==> src/taus_pkg.sv <==
// Shared types and constants for the taus88 RNG; FIFO_DEPTH must stay a power of two
package taus_pkg;

    // Three taus88 component states
    typedef struct packed {
        logic [31:0] s1;
        logic [31:0] s2;
        logic [31:0] s3;
    } taus_state_t;

    // Byte address width of the register map
    localparam int ADR_W = 5;

    // Master side of the Wishbone classic bus
    typedef struct packed {
        logic             cyc;
        logic             stb;
        logic             we;
        logic [ADR_W-1:0] adr;
        logic [3:0]       sel;
        logic [31:0]      dat;
    } wb_req_t;

    // Slave side of the Wishbone classic bus
    typedef struct packed {
        logic [31:0] dat;
        logic        ack;
    } wb_rsp_t;

    // Register map, byte addresses
    localparam logic [ADR_W-1:0] ADR_CTRL   = 5'd0;
    localparam logic [ADR_W-1:0] ADR_STATUS = 5'd4;
    localparam logic [ADR_W-1:0] ADR_SEED1  = 5'd8;
    localparam logic [ADR_W-1:0] ADR_SEED2  = 5'd12;
    localparam logic [ADR_W-1:0] ADR_SEED3  = 5'd16;
    localparam logic [ADR_W-1:0] ADR_DATA   = 5'd20;

    // CTRL register bits
    localparam int CTRL_ENABLE_BIT = 0;
    localparam int CTRL_LOAD_BIT   = 1;

    // Bit forced high on seed load, keeps each component above its minimum
    localparam int SEED1_MIN_BIT = 1;
    localparam int SEED2_MIN_BIT = 3;
    localparam int SEED3_MIN_BIT = 4;

    localparam taus_state_t DEFAULT_SEED = '{s1: 32'd12345, s2: 32'd67890, s3: 32'd13579};

    // Output word buffer
    localparam int FIFO_DEPTH = 8;
    localparam int PTR_W      = $clog2(FIFO_DEPTH);
    localparam int LEVEL_W    = PTR_W + 1;

endpackage

==> src/taus_core.sv <==
// taus88 generator, one step per accepted word; load wins over advance in the same cycle
module taus_core import taus_pkg::*; (
    input  logic        clk_in,
    input  logic        reset,
    input  logic        enable,
    input  logic        load,
    input  taus_state_t seed,
    input  logic        ready,
    output logic [31:0] word,
    output logic        word_valid
);

    taus_state_t state;
    taus_state_t next_state;
    taus_state_t seed_adj;
    logic        advance;

    // One taus88 step on all three components
    function automatic taus_state_t taus_step(input taus_state_t s);
        taus_state_t n;
        logic [31:0] b1;
        logic [31:0] b2;
        logic [31:0] b3;
        b1 = ((s.s1 << 13) ^ s.s1) >> 19;
        b2 = ((s.s2 << 2) ^ s.s2) >> 25;
        b3 = ((s.s3 << 3) ^ s.s3) >> 11;
        n.s1 = ((s.s1 & 32'hFFFF_FFFE) << 12) ^ b1;
        n.s2 = ((s.s2 & 32'hFFFF_FFF8) << 4) ^ b2;
        n.s3 = ((s.s3 & 32'hFFFF_FFF0) << 17) ^ b3;
        return n;
    endfunction

    assign next_state = taus_step(state);

    // Minimum rule, the masked upper part of each seed must be nonzero
    assign seed_adj.s1 = seed.s1 | (32'd1 << SEED1_MIN_BIT);
    assign seed_adj.s2 = seed.s2 | (32'd1 << SEED2_MIN_BIT);
    assign seed_adj.s3 = seed.s3 | (32'd1 << SEED3_MIN_BIT);

    // Step only when the output slot is free or being taken this cycle
    assign advance = enable && (!word_valid || ready);

    always_ff @(posedge clk_in) begin
        if (reset) begin
            state      <= DEFAULT_SEED;
            word_valid <= 1'b0;
        end else if (load) begin
            state      <= seed_adj;
            word_valid <= 1'b0;
        end else if (advance) begin
            state      <= next_state;
            word_valid <= 1'b1;
        end else if (word_valid && ready) begin
            // Paused and the last word was taken
            word_valid <= 1'b0;
        end
    end

    always_ff @(posedge clk_in) begin
        if (advance && !load) begin
            word <= next_state.s1 ^ next_state.s2 ^ next_state.s3;
        end
    end

    // A component at or below its minimum would lock the sequence
    a_state_min: assert property (@(posedge clk_in) disable iff (reset)
        state.s1 >= (32'd1 << SEED1_MIN_BIT) &&
        state.s2 >= (32'd1 << SEED2_MIN_BIT) &&
        state.s3 >= (32'd1 << SEED3_MIN_BIT));

endmodule

==> src/rnd_fifo.sv <==
// Word buffer of FIFO_DEPTH entries; flush beats a push or pop in the same cycle
module rnd_fifo import taus_pkg::*; (
    input  logic               clk_in,
    input  logic               reset,
    input  logic               flush,
    input  logic [31:0]        wr_word,
    input  logic               wr_valid,
    output logic               ready,
    input  logic               pop,
    output logic [31:0]        rd_word,
    output logic               empty,
    output logic [LEVEL_W-1:0] level
);

    logic [31:0]      mem [FIFO_DEPTH];
    logic [PTR_W-1:0] wr_ptr;
    logic [PTR_W-1:0] rd_ptr;
    logic             push;
    logic             take;

    assign ready = (level != LEVEL_W'(FIFO_DEPTH));
    assign empty = (level == '0);
    assign push  = wr_valid && ready;
    assign take  = pop && !empty;

    // Oldest word is always on the output
    assign rd_word = mem[rd_ptr];

    always_ff @(posedge clk_in) begin
        if (push) begin
            mem[wr_ptr] <= wr_word;
        end
    end

    // Pointers wrap on their own since the depth is a power of two
    always_ff @(posedge clk_in) begin
        if (reset || flush) begin
            wr_ptr <= '0;
            rd_ptr <= '0;
            level  <= '0;
        end else begin
            if (push) begin
                wr_ptr <= wr_ptr + 1'b1;
            end
            if (take) begin
                rd_ptr <= rd_ptr + 1'b1;
            end
            case ({push, take})
                2'b10:   level <= level + 1'b1;
                2'b01:   level <= level - 1'b1;
                default: level <= level;
            endcase
        end
    end

    // The bus slave only pops once a word is present
    a_no_pop_empty: assert property (@(posedge clk_in) disable iff (reset)
        pop |-> !empty);

    a_level_max: assert property (@(posedge clk_in) disable iff (reset)
        level <= LEVEL_W'(FIFO_DEPTH));

endmodule

==> src/wb_rng_regs.sv <==
// Wishbone classic slave; DATA reads stall until a word is buffered, no error or retry
module wb_rng_regs import taus_pkg::*; (
    input  logic               clk_in,
    input  logic               reset,
    input  wb_req_t            wb_req,
    output wb_rsp_t            wb_rsp,
    output logic               enable,
    output logic               load,
    output taus_state_t        seed,
    output logic               pop,
    input  logic [31:0]        rd_word,
    input  logic               empty,
    input  logic [LEVEL_W-1:0] level
);

    logic        ack;
    logic [31:0] rsp_dat;
    logic        is_data_rd;
    logic        accept;
    logic        wr_en;
    logic [31:0] rd_mux;

    // Byte-lane merge for seed writes
    function automatic logic [31:0] merge_sel(input logic [31:0] old_val,
                                              input logic [31:0] new_val,
                                              input logic [3:0]  sel);
        logic [31:0] res;
        res = old_val;
        for (int i = 0; i < 4; i++) begin
            if (sel[i]) begin
                res[i*8 +: 8] = new_val[i*8 +: 8];
            end
        end
        return res;
    endfunction

    assign is_data_rd = !wb_req.we && (wb_req.adr == ADR_DATA);

    // New request seen and not yet answered; DATA reads wait for a word
    assign accept = wb_req.cyc && wb_req.stb && !ack && (!is_data_rd || !empty);
    assign wr_en  = accept && wb_req.we;
    assign pop    = accept && is_data_rd;

    always_comb begin
        case (wb_req.adr)
            ADR_CTRL:   rd_mux = {31'b0, enable};
            ADR_STATUS: rd_mux = {{(32 - LEVEL_W){1'b0}}, level};
            ADR_SEED1:  rd_mux = seed.s1;
            ADR_SEED2:  rd_mux = seed.s2;
            ADR_SEED3:  rd_mux = seed.s3;
            ADR_DATA:   rd_mux = rd_word;
            default:    rd_mux = 32'b0;
        endcase
    end

    always_ff @(posedge clk_in) begin
        if (reset) begin
            ack    <= 1'b0;
            enable <= 1'b0;
            load   <= 1'b0;
            seed   <= DEFAULT_SEED;
        end else begin
            ack  <= accept;
            load <= 1'b0;
            if (wr_en) begin
                case (wb_req.adr)
                    ADR_CTRL: begin
                        if (wb_req.sel[0]) begin
                            enable <= wb_req.dat[CTRL_ENABLE_BIT];
                            load   <= wb_req.dat[CTRL_LOAD_BIT];
                        end
                    end
                    ADR_SEED1: seed.s1 <= merge_sel(seed.s1, wb_req.dat, wb_req.sel);
                    ADR_SEED2: seed.s2 <= merge_sel(seed.s2, wb_req.dat, wb_req.sel);
                    ADR_SEED3: seed.s3 <= merge_sel(seed.s3, wb_req.dat, wb_req.sel);
                    default: ;
                endcase
            end
        end
    end

    // Read data is captured on the acknowledging edge, together with the pop
    always_ff @(posedge clk_in) begin
        if (accept) begin
            rsp_dat <= wb_req.we ? 32'b0 : rd_mux;
        end
    end

    assign wb_rsp.ack = ack;
    assign wb_rsp.dat = rsp_dat;

    // Master must hold the request until the acknowledge
    a_ack_in_cycle: assert property (@(posedge clk_in) disable iff (reset)
        ack |-> (wb_req.cyc && wb_req.stb));

endmodule

==> src/taus_rng_top.sv <==
// Memory-mapped taus88 random source; single clock, synchronous active-high reset
module taus_rng_top import taus_pkg::*; (
    input  logic    clk_in,
    input  logic    reset,
    input  wb_req_t wb_req,
    output wb_rsp_t wb_rsp
);

    logic               enable;
    logic               load;
    taus_state_t        seed;
    logic               pop;
    logic [31:0]        rd_word;
    logic               empty;
    logic [LEVEL_W-1:0] level;
    logic [31:0]        word;
    logic               word_valid;
    logic               ready;

    wb_rng_regs i_wb_rng_regs (
        .clk_in  (clk_in),
        .reset   (reset),
        .wb_req  (wb_req),
        .wb_rsp  (wb_rsp),
        .enable  (enable),
        .load    (load),
        .seed    (seed),
        .pop     (pop),
        .rd_word (rd_word),
        .empty   (empty),
        .level   (level)
    );

    taus_core i_taus_core (
        .clk_in     (clk_in),
        .reset      (reset),
        .enable     (enable),
        .load       (load),
        .seed       (seed),
        .ready      (ready),
        .word       (word),
        .word_valid (word_valid)
    );

    // Load also drops every buffered word
    rnd_fifo i_rnd_fifo (
        .clk_in   (clk_in),
        .reset    (reset),
        .flush    (load),
        .wr_word  (word),
        .wr_valid (word_valid),
        .ready    (ready),
        .pop      (pop),
        .rd_word  (rd_word),
        .empty    (empty),
        .level    (level)
    );

endmodule

==> config.mk <==
export PLATFORM = sky130hd
export DESIGN_NAME = taus_rng_top
export DESIGN_NICKNAME = d
export VERILOG_FILES = /design/src/taus_pkg.sv /design/src/taus_core.sv /design/src/rnd_fifo.sv /design/src/wb_rng_regs.sv /design/src/taus_rng_top.sv
export SDC_FILE = /design/constraint.sdc
export NUM_CORES = 1
export LEC_CHECK = 0
export BUFFER_PORTS_ARGS = -buffer_cell sky130_fd_sc_hd__buf_2
export CAP_MARGIN = 5
export CELL_PAD_IN_SITES_DETAIL_PLACEMENT = 0
export CELL_PAD_IN_SITES_GLOBAL_PLACEMENT = 1
export CORE_AREA = 2 2 236 191
export DETAILED_ROUTE_END_ITERATION = 6
export DIE_AREA = 0 0 238 193
export GPL_TIMING_DRIVEN = 0
export HOLD_SLACK_MARGIN = 0.03
export PLACE_DENSITY = 0.87
export SLEW_MARGIN = 10
export SYNTH_ARGS = -nofsm -noshare
export SYNTH_HDL_FRONTEND = slang
export SYNTH_SLANG_ARGS = --single-unit
==> constraint.sdc <==
create_clock -name clk_in -period 5.35 [get_ports clk_in]
set_input_delay 0.535 -clock clk_in [delete_from_list [all_inputs] [get_ports clk_in]]
set_output_delay 0.535 -clock clk_in [all_outputs]
set_load 0.05 [all_outputs]
==> Word level (Yosys, flattened, before mapping) <==
Memory sizes are Yosys's and may differ from the RTL's. A register that Yosys moved wholly into a read port is not among the register bits.
Index checks and enable logic that the tools add are counted.
{ "word_totals": {"register_bits": 270, "mem_bits_rw": 256, "input_bits": 46, "out_inout_bits": 33, "elab_cells": 97, "n_memories": 1} }
{ "memory_table": {"columns": ["memory", "depth", "width", "read_ports", "rd_clocked_by_memory_dff", "write_ports", "line", "rtl"], "rows": [
  ["i_rnd_fifo.mem", 8, 32, 1, 1, 1, "rnd_fifo.sv:15", "logic [31:0] mem [FIFO_DEPTH];"]
]} }
{ "op_classes": {"addsub": 4, "n_eq_ne": 8, "n_mux": 10, "bitwise_logic": 11, "reduce_logical": 39} }
{ "op_table": {"columns": ["op", "count"], "rows": [
  ["$mux W96", 2],
  ["$pmux W32 S6", 1],
  ["$xor A32 B32 Y32", 5],
  ["$reduce_and A3 Y1", 13],
  ["$xor A32 B13 Y32", 1],
  ["$xor A32 B21 Y32", 1],
  ["$xor A32 B7 Y32", 1],
  ["$eq A5 B4 Y1 const B", 2],
  ["$eq A5 B5 Y1 const B", 2],
  ["$logic_and A1 B1 Y1", 10],
  ["$pmux W4 S2", 1],
  ["$add A3 B1 Y3 const B", 2],
  ["$logic_not A1 Y1", 6],
  ["$mux W3", 2],
  ["$reduce_bool A2 Y1", 3],
  ["$eq A5 B3 Y1 const B", 1],
  ["$logic_not A5 Y1", 1],
  ["$add A4 B1 Y4 const B", 1],
  ["$logic_not A4 Y1", 1],
  ["$mux W1", 4],
  ["$ne A4 B4 Y1 const B", 1],
  ["$reduce_or A4 Y1", 1],
  ["$sub A4 B1 Y4 const B", 1],
  ["$logic_or A1 B1 Y1", 3],
  ["other kinds (4)", 6]
]} }

==> Longest topological paths before layout <==
{ "logic_depth": {"word_depth": 9, "ltp_mapped": 11, "mapped_depth_nobuf": 9} }

==> Modules after synthesis <==
Synthesis repeated with hierarchy kept, for this count alone.
{ "hier_totals": {"hier_cells": 1619, "area_unflattened_um2": 22062.4} }
{ "modules_own_cells": {"columns": ["mod", "instances", "cells_per_inst", "area_per_inst_um2"], "rows": [
  ["rnd_fifo", 1, 447, 10430.0],
  ["taus_core", 1, 665, 6152.2],
  ["wb_rng_regs", 1, 507, 5480.3]
]} }

==> Worst setup path before layout <==
OpenSTA, ideal clock, no wires.
{ "synth_path": {"path_type": "register to register", "start": "register i_rnd_fifo.level[0]", "end": "memory i_rnd_fifo.mem[0][0] (enable)", "setup_ns": 0.501, "arrival_ns": 3.907, "t_required_ns": 4.849, "setup_slack_ns": 0.942, "stages_incl_launch_ff": 5, "path_buffers": 1, "period_less_slack_ns": 4.408, "path_cell_list": "dfxtp_1 > or4b_4 > buf_6 > nand2_1 > nor4_1"} }
{ "synth_via": {"elab_chain_len": 4} }
{ "synth_rtl": {"columns": ["element", "line", "rtl"], "rows": [
  ["start: declaration", "rnd_fifo.sv:12", "output logic [LEVEL_W-1:0] level"],
  ["start signal: assignment", "rnd_fifo.sv:49", "2'b10: level <= level + 1'b1;"],
  ["start signal: assignment", "rnd_fifo.sv:50", "2'b01: level <= level - 1'b1;"],
  ["start signal: assignment", "rnd_fifo.sv:51", "default: level <= level;"],
  ["$ne A4 B4 Y1", "rnd_fifo.sv:21", "assign ready = (level != LEVEL_W'(FIFO_DEPTH));"],
  ["$logic_and A1 B1 Y1", "rnd_fifo.sv:23", "assign push = wr_valid && ready;"],
  ["$mux W1", "rnd_fifo.sv:30", "if (push) begin"],
  ["$mux W1 (implied by the code)", "rnd_fifo.sv:31", "mem[wr_ptr] <= wr_word;"],
  ["end: declaration", "rnd_fifo.sv:15", null]
]} }
Every way passes these cells.

==> Worst setup path after layout <==
{ "layout_path": {"start": "register i_wb_rng_regs.load", "end": "register i_taus_core.word[31] (enable)"} }
{ "layout_via": {"elab_chain_len": 2} }
{ "layout_rtl": {"columns": ["element", "line", "rtl"], "rows": [
  ["start: declaration", "wb_rng_regs.sv:8", "output logic load,"],
  ["start signal: assignment", "wb_rng_regs.sv:70", "load <= wb_req.dat[CTRL_LOAD_BIT];"],
  ["$logic_not A1 Y1", "taus_core.sv:60", "if (advance && !load) begin"],
  ["$logic_and A1 B1 Y1", "taus_core.sv:60", null],
  ["end signal: assignment", "taus_core.sv:61", "word <= next_state.s1 ^ next_state.s2 ^ next_state.s3;"],
  ["end: declaration", "taus_core.sv:9", "output logic [31:0] word,"]
]} }
Every way passes these cells.
A chain may end at the register's enable or synchronous reset.

==> flow_summary.ini <==
[run_status]
status = finished clean

[clocking]
worst_setup_hold_path_clk_slew_ps = 60
cts_tree = built
cts_root_buf = clkbuf_16
htreeDepth = 2
clock-sinks = 521
cts_hold_buf = 0
clkLatencyLatePin_ps = 600
cts_buffers = 50
cts_max_path_buffers = 3
cts_setup_buffers = 0
post_cts_resized = 0

[die]
ioPinCount = 79
core.rowCount = 69
dieArea_sq_um = 45930
core-area_sq_um = 43860
start_util_pct = 49.13
dieHeight_um = 193
die_w_um = 238

[layout]
drive_above_1_share_pct = 17.61
stdcell_count = 2341
final_nets = 1786
fillers = 3572
syn2layout_area_growth_pct = 13.72

[routing]
vias = 14660
vias_per_cell = 6.264
drc = 0
top_layer_used = met5
wirelength_um = 66830
firstDrtPassIters = 6
antenna_left = 0
drtIter0Drc = 1883
met3_length_um = 7653
wl_met2_um = 29310
drt-met1-wl_um = 27450
avgRoutedWirePerCell_um = 28.55

[logic_synthesis]
synth-seq-cells = 521
synthXorXnorAreaFrac_pct = 4.512
synth_warnings = 0
synthMuxAreaShare_pct = 12.32
syn_inst = 1585
synthesis.nets = 1636
postSynthAreaPerCell_sq_um = 13.59
synth-simple-area-share_pct = 10.05
syn-cell-area_sq_um = 21550
synth-compound-area-share_pct = 6.731
yosysSeqAreaShare_pct = 63.28
synth_top_family_by_area = multiplexers
synthAdderAreaFrac_pct = 0.2904
ys.flop_type = edfxtp_1
synth_edf_count = 320
async_reset_ff_share_pct = 0
synthDistinctLibCells = 54

[critical_path]
worst_setup_path_start_kind = flop
worstRegToRegCells = 5
path_max_fanout = 21
cp_common_cell = clkbuf_1
worstPathArrival_ps = 3200
regToRegStartpoint = i_wb_rng_regs.load
crit_required_ps = 5700
r2r_end = i_taus_core.word[31]
crit_path_start = i_wb_rng_regs.load
path_class = reg2reg
r2r_slack_ps = 2500
path_cells = clkbuf_1, clkbuf_1, clkbuf_1, nor2_4, buf_16
cp-end-kind = flop
crit_buf_inv = 4
crit_path_max_incr_delay_ps = 630
cp_top_family = buffers and inverters
cp_slowest_cell = clkbuf_1

[timing]
fmax_mhz = 350.8
rsz0062_at_grt = no
drv_slew = 0
fin_ws_ps = 2500
min_period_over_period_pct = 53.28
max_slew_margin_pct = 20.27
hold_viol_final = 0
hold-worst-slack_ps = 182.0
final-setup-viol-count = 0
worst_pin_slew_ps = 1193
skew_ps = 40.01
period_minus_slack_ps = 2850
setup_tns_ps = 0

[global_routing]
grt_usage_pct = 29.17
grt_pass1_vias = 14070
grt_pass1_wl_um = 95830
antenna_found_initial = 3
overflow = 0
grt_start_max_net_pins = 27

[power_and_ir_drop]
clkPwrFrac_pct = 43.4
seqPwrFrac_pct = 54.2
power_w = 0.007809
p_per_area_nw_per_um2 = 318.7
p_sw_w = 0.001682
power.share.combinational_pct = 2.4
swShare_pct = 21.53
p_leak_nw = 8.503
intPower_w = 0.006127
ir_worst_vdd_mv = 0.2542

[flow_run]
cap_violations = 0

[worst_hold_path]
hold_path_startpoint = wb_req[5]
hold_end = i_wb_rng_regs.seed[69]
hold_path_class = in2reg
whs_path_depth = 2

[placement]
port_buffers = 76
dpl.hpwl_um = 49240
pre_cts_slack_ps = 1961
place_congestion = 0.9673
place_inst = 2251
==> state kept, by name, indices dropped and copies added (netlist names), 3 cells and up, named ones only <==
name	count
i_rnd_fifo.level	4
i_rnd_fifo.mem	256
i_rnd_fifo.rd_ptr	3
i_rnd_fifo.wr_ptr	3
i_taus_core.state	88
i_taus_core.word	32
i_wb_rng_regs.rsp_dat	32
i_wb_rng_regs.seed	96
==> kinds of logic after synthesis <==
group / Yosys count
simple gates: 451
mux: 181
xor+xnor: 111
buf+inv: 143
compound gates: 173
flops: 521
fa+ha+maj: 5
==> synth_stat cells (28+ instances only) <==
library cell	count	area [sq um]
nor2_1	199	747.0
edfxtp_1	320	9609
mux4_2	64	1441
clkbuf_1	93	349.1
nand3_1	29	145.1
nand2_1	43	161.4
a21oi_1	28	140.1
nor3_1	94	470.5
dfxtp_1	201	4024
a221o_1	31	310.3
xnor2_1	91	797.0
mux2_2	33	371.6
a32oi_1	28	245.2
mux2i_1	84	840.8
nor4_1	39	244.0
==> per-layer routing <==
metal / vias to the layer above / GRT usage [%]
li1: 6335 / -
met4: 2 / 9.808
met3: 143 / 8.442
met2: 856 / 44.30
met5: - / 0
met1: 7327 / 40.58
==> power by group through the flow <==
stage	clock network [W]	registers, W	logic (W)
3_5_place_dp	0	0.00432	0.000185
2_1_floorplan	0	0.00434	0.0000730
4_1_cts	0.00340	0.00423	0.000185
6_report	0.00339	0.00423	0.000189
5_1_grt	0.00355	0.00423	0.000197
3_3_place_gp	0	0.00432	0.000181
==> placed cells by master (no fill, tap or decap), types with 43 or more instances in the layout <==
cell / netlist / routed
buf_2: 15 / 91
clkbuf_16: 0 / 51
clkbuf_1: 93 / 106
mux4_2: 64 / 64
dfxtp_1: 201 / 201
nand2_1: 43 / 43
xnor2_1: 91 / 91
mux2i_1: 84 / 84
nor2_1: 199 / 195
edfxtp_1: 320 / 320
nor3_1: 94 / 90
==> area by class of cell <==
type / count / area, sq um / share of cell area [%]
sequential: 521 / 13630 / 55.64
timing repair buffer: 98 / 638.1 / 2.604
buffer: 129 / 555.5 / 2.267
antenna: 1 / 2.502 / 0.01021
tap: 568 / 710.7 / 2.901
inverter: 14 / 52.55 / 0.2145
multi-input combinational: 921 / 7372 / 30.09
clock buffer: 68 / 1380 / 5.633
clock inverter: 21 / 156.4 / 0.6383
==> how the worst max path moves through the flow <==
| stage | slack [ps] | endpoint | cells past startpoint |
|---|---|---|---|
| CTS | 2540 | i_wb_rng_regs.rsp_dat[3] | 4 |
| detailed placement | 1960 | i_rnd_fifo.level[2] | 11 |
| floorplan | 940 | i_rnd_fifo.mem[0][0] | 4 |
| finish | 2500 | i_taus_core.word[31] | 5 |
| global route | 2320 | i_rnd_fifo.level[3] | 8 |
| global placement | -1860 | i_rnd_fifo.mem[0][29] | 4 |
==> stage by stage <==
stage / cell area (sq um) / util, %
global placement: 22640 / 51.61
finish: 24500 / 55.87
CTS: 24500 / 55.86
global route: 24500 / 55.86
floorplan: 21550 / -
detailed placement: 22960 / 52.36
==> worst register-to-register path: cells and delay by family (launching register included) <==
family / cells / cell delay [ps]
DFF: 1 / 310
and+or+nand+nor: 1 / 240
buffers and inverters: 4 / 2060
No activity file was read; power rests on OpenSTA's default activity.
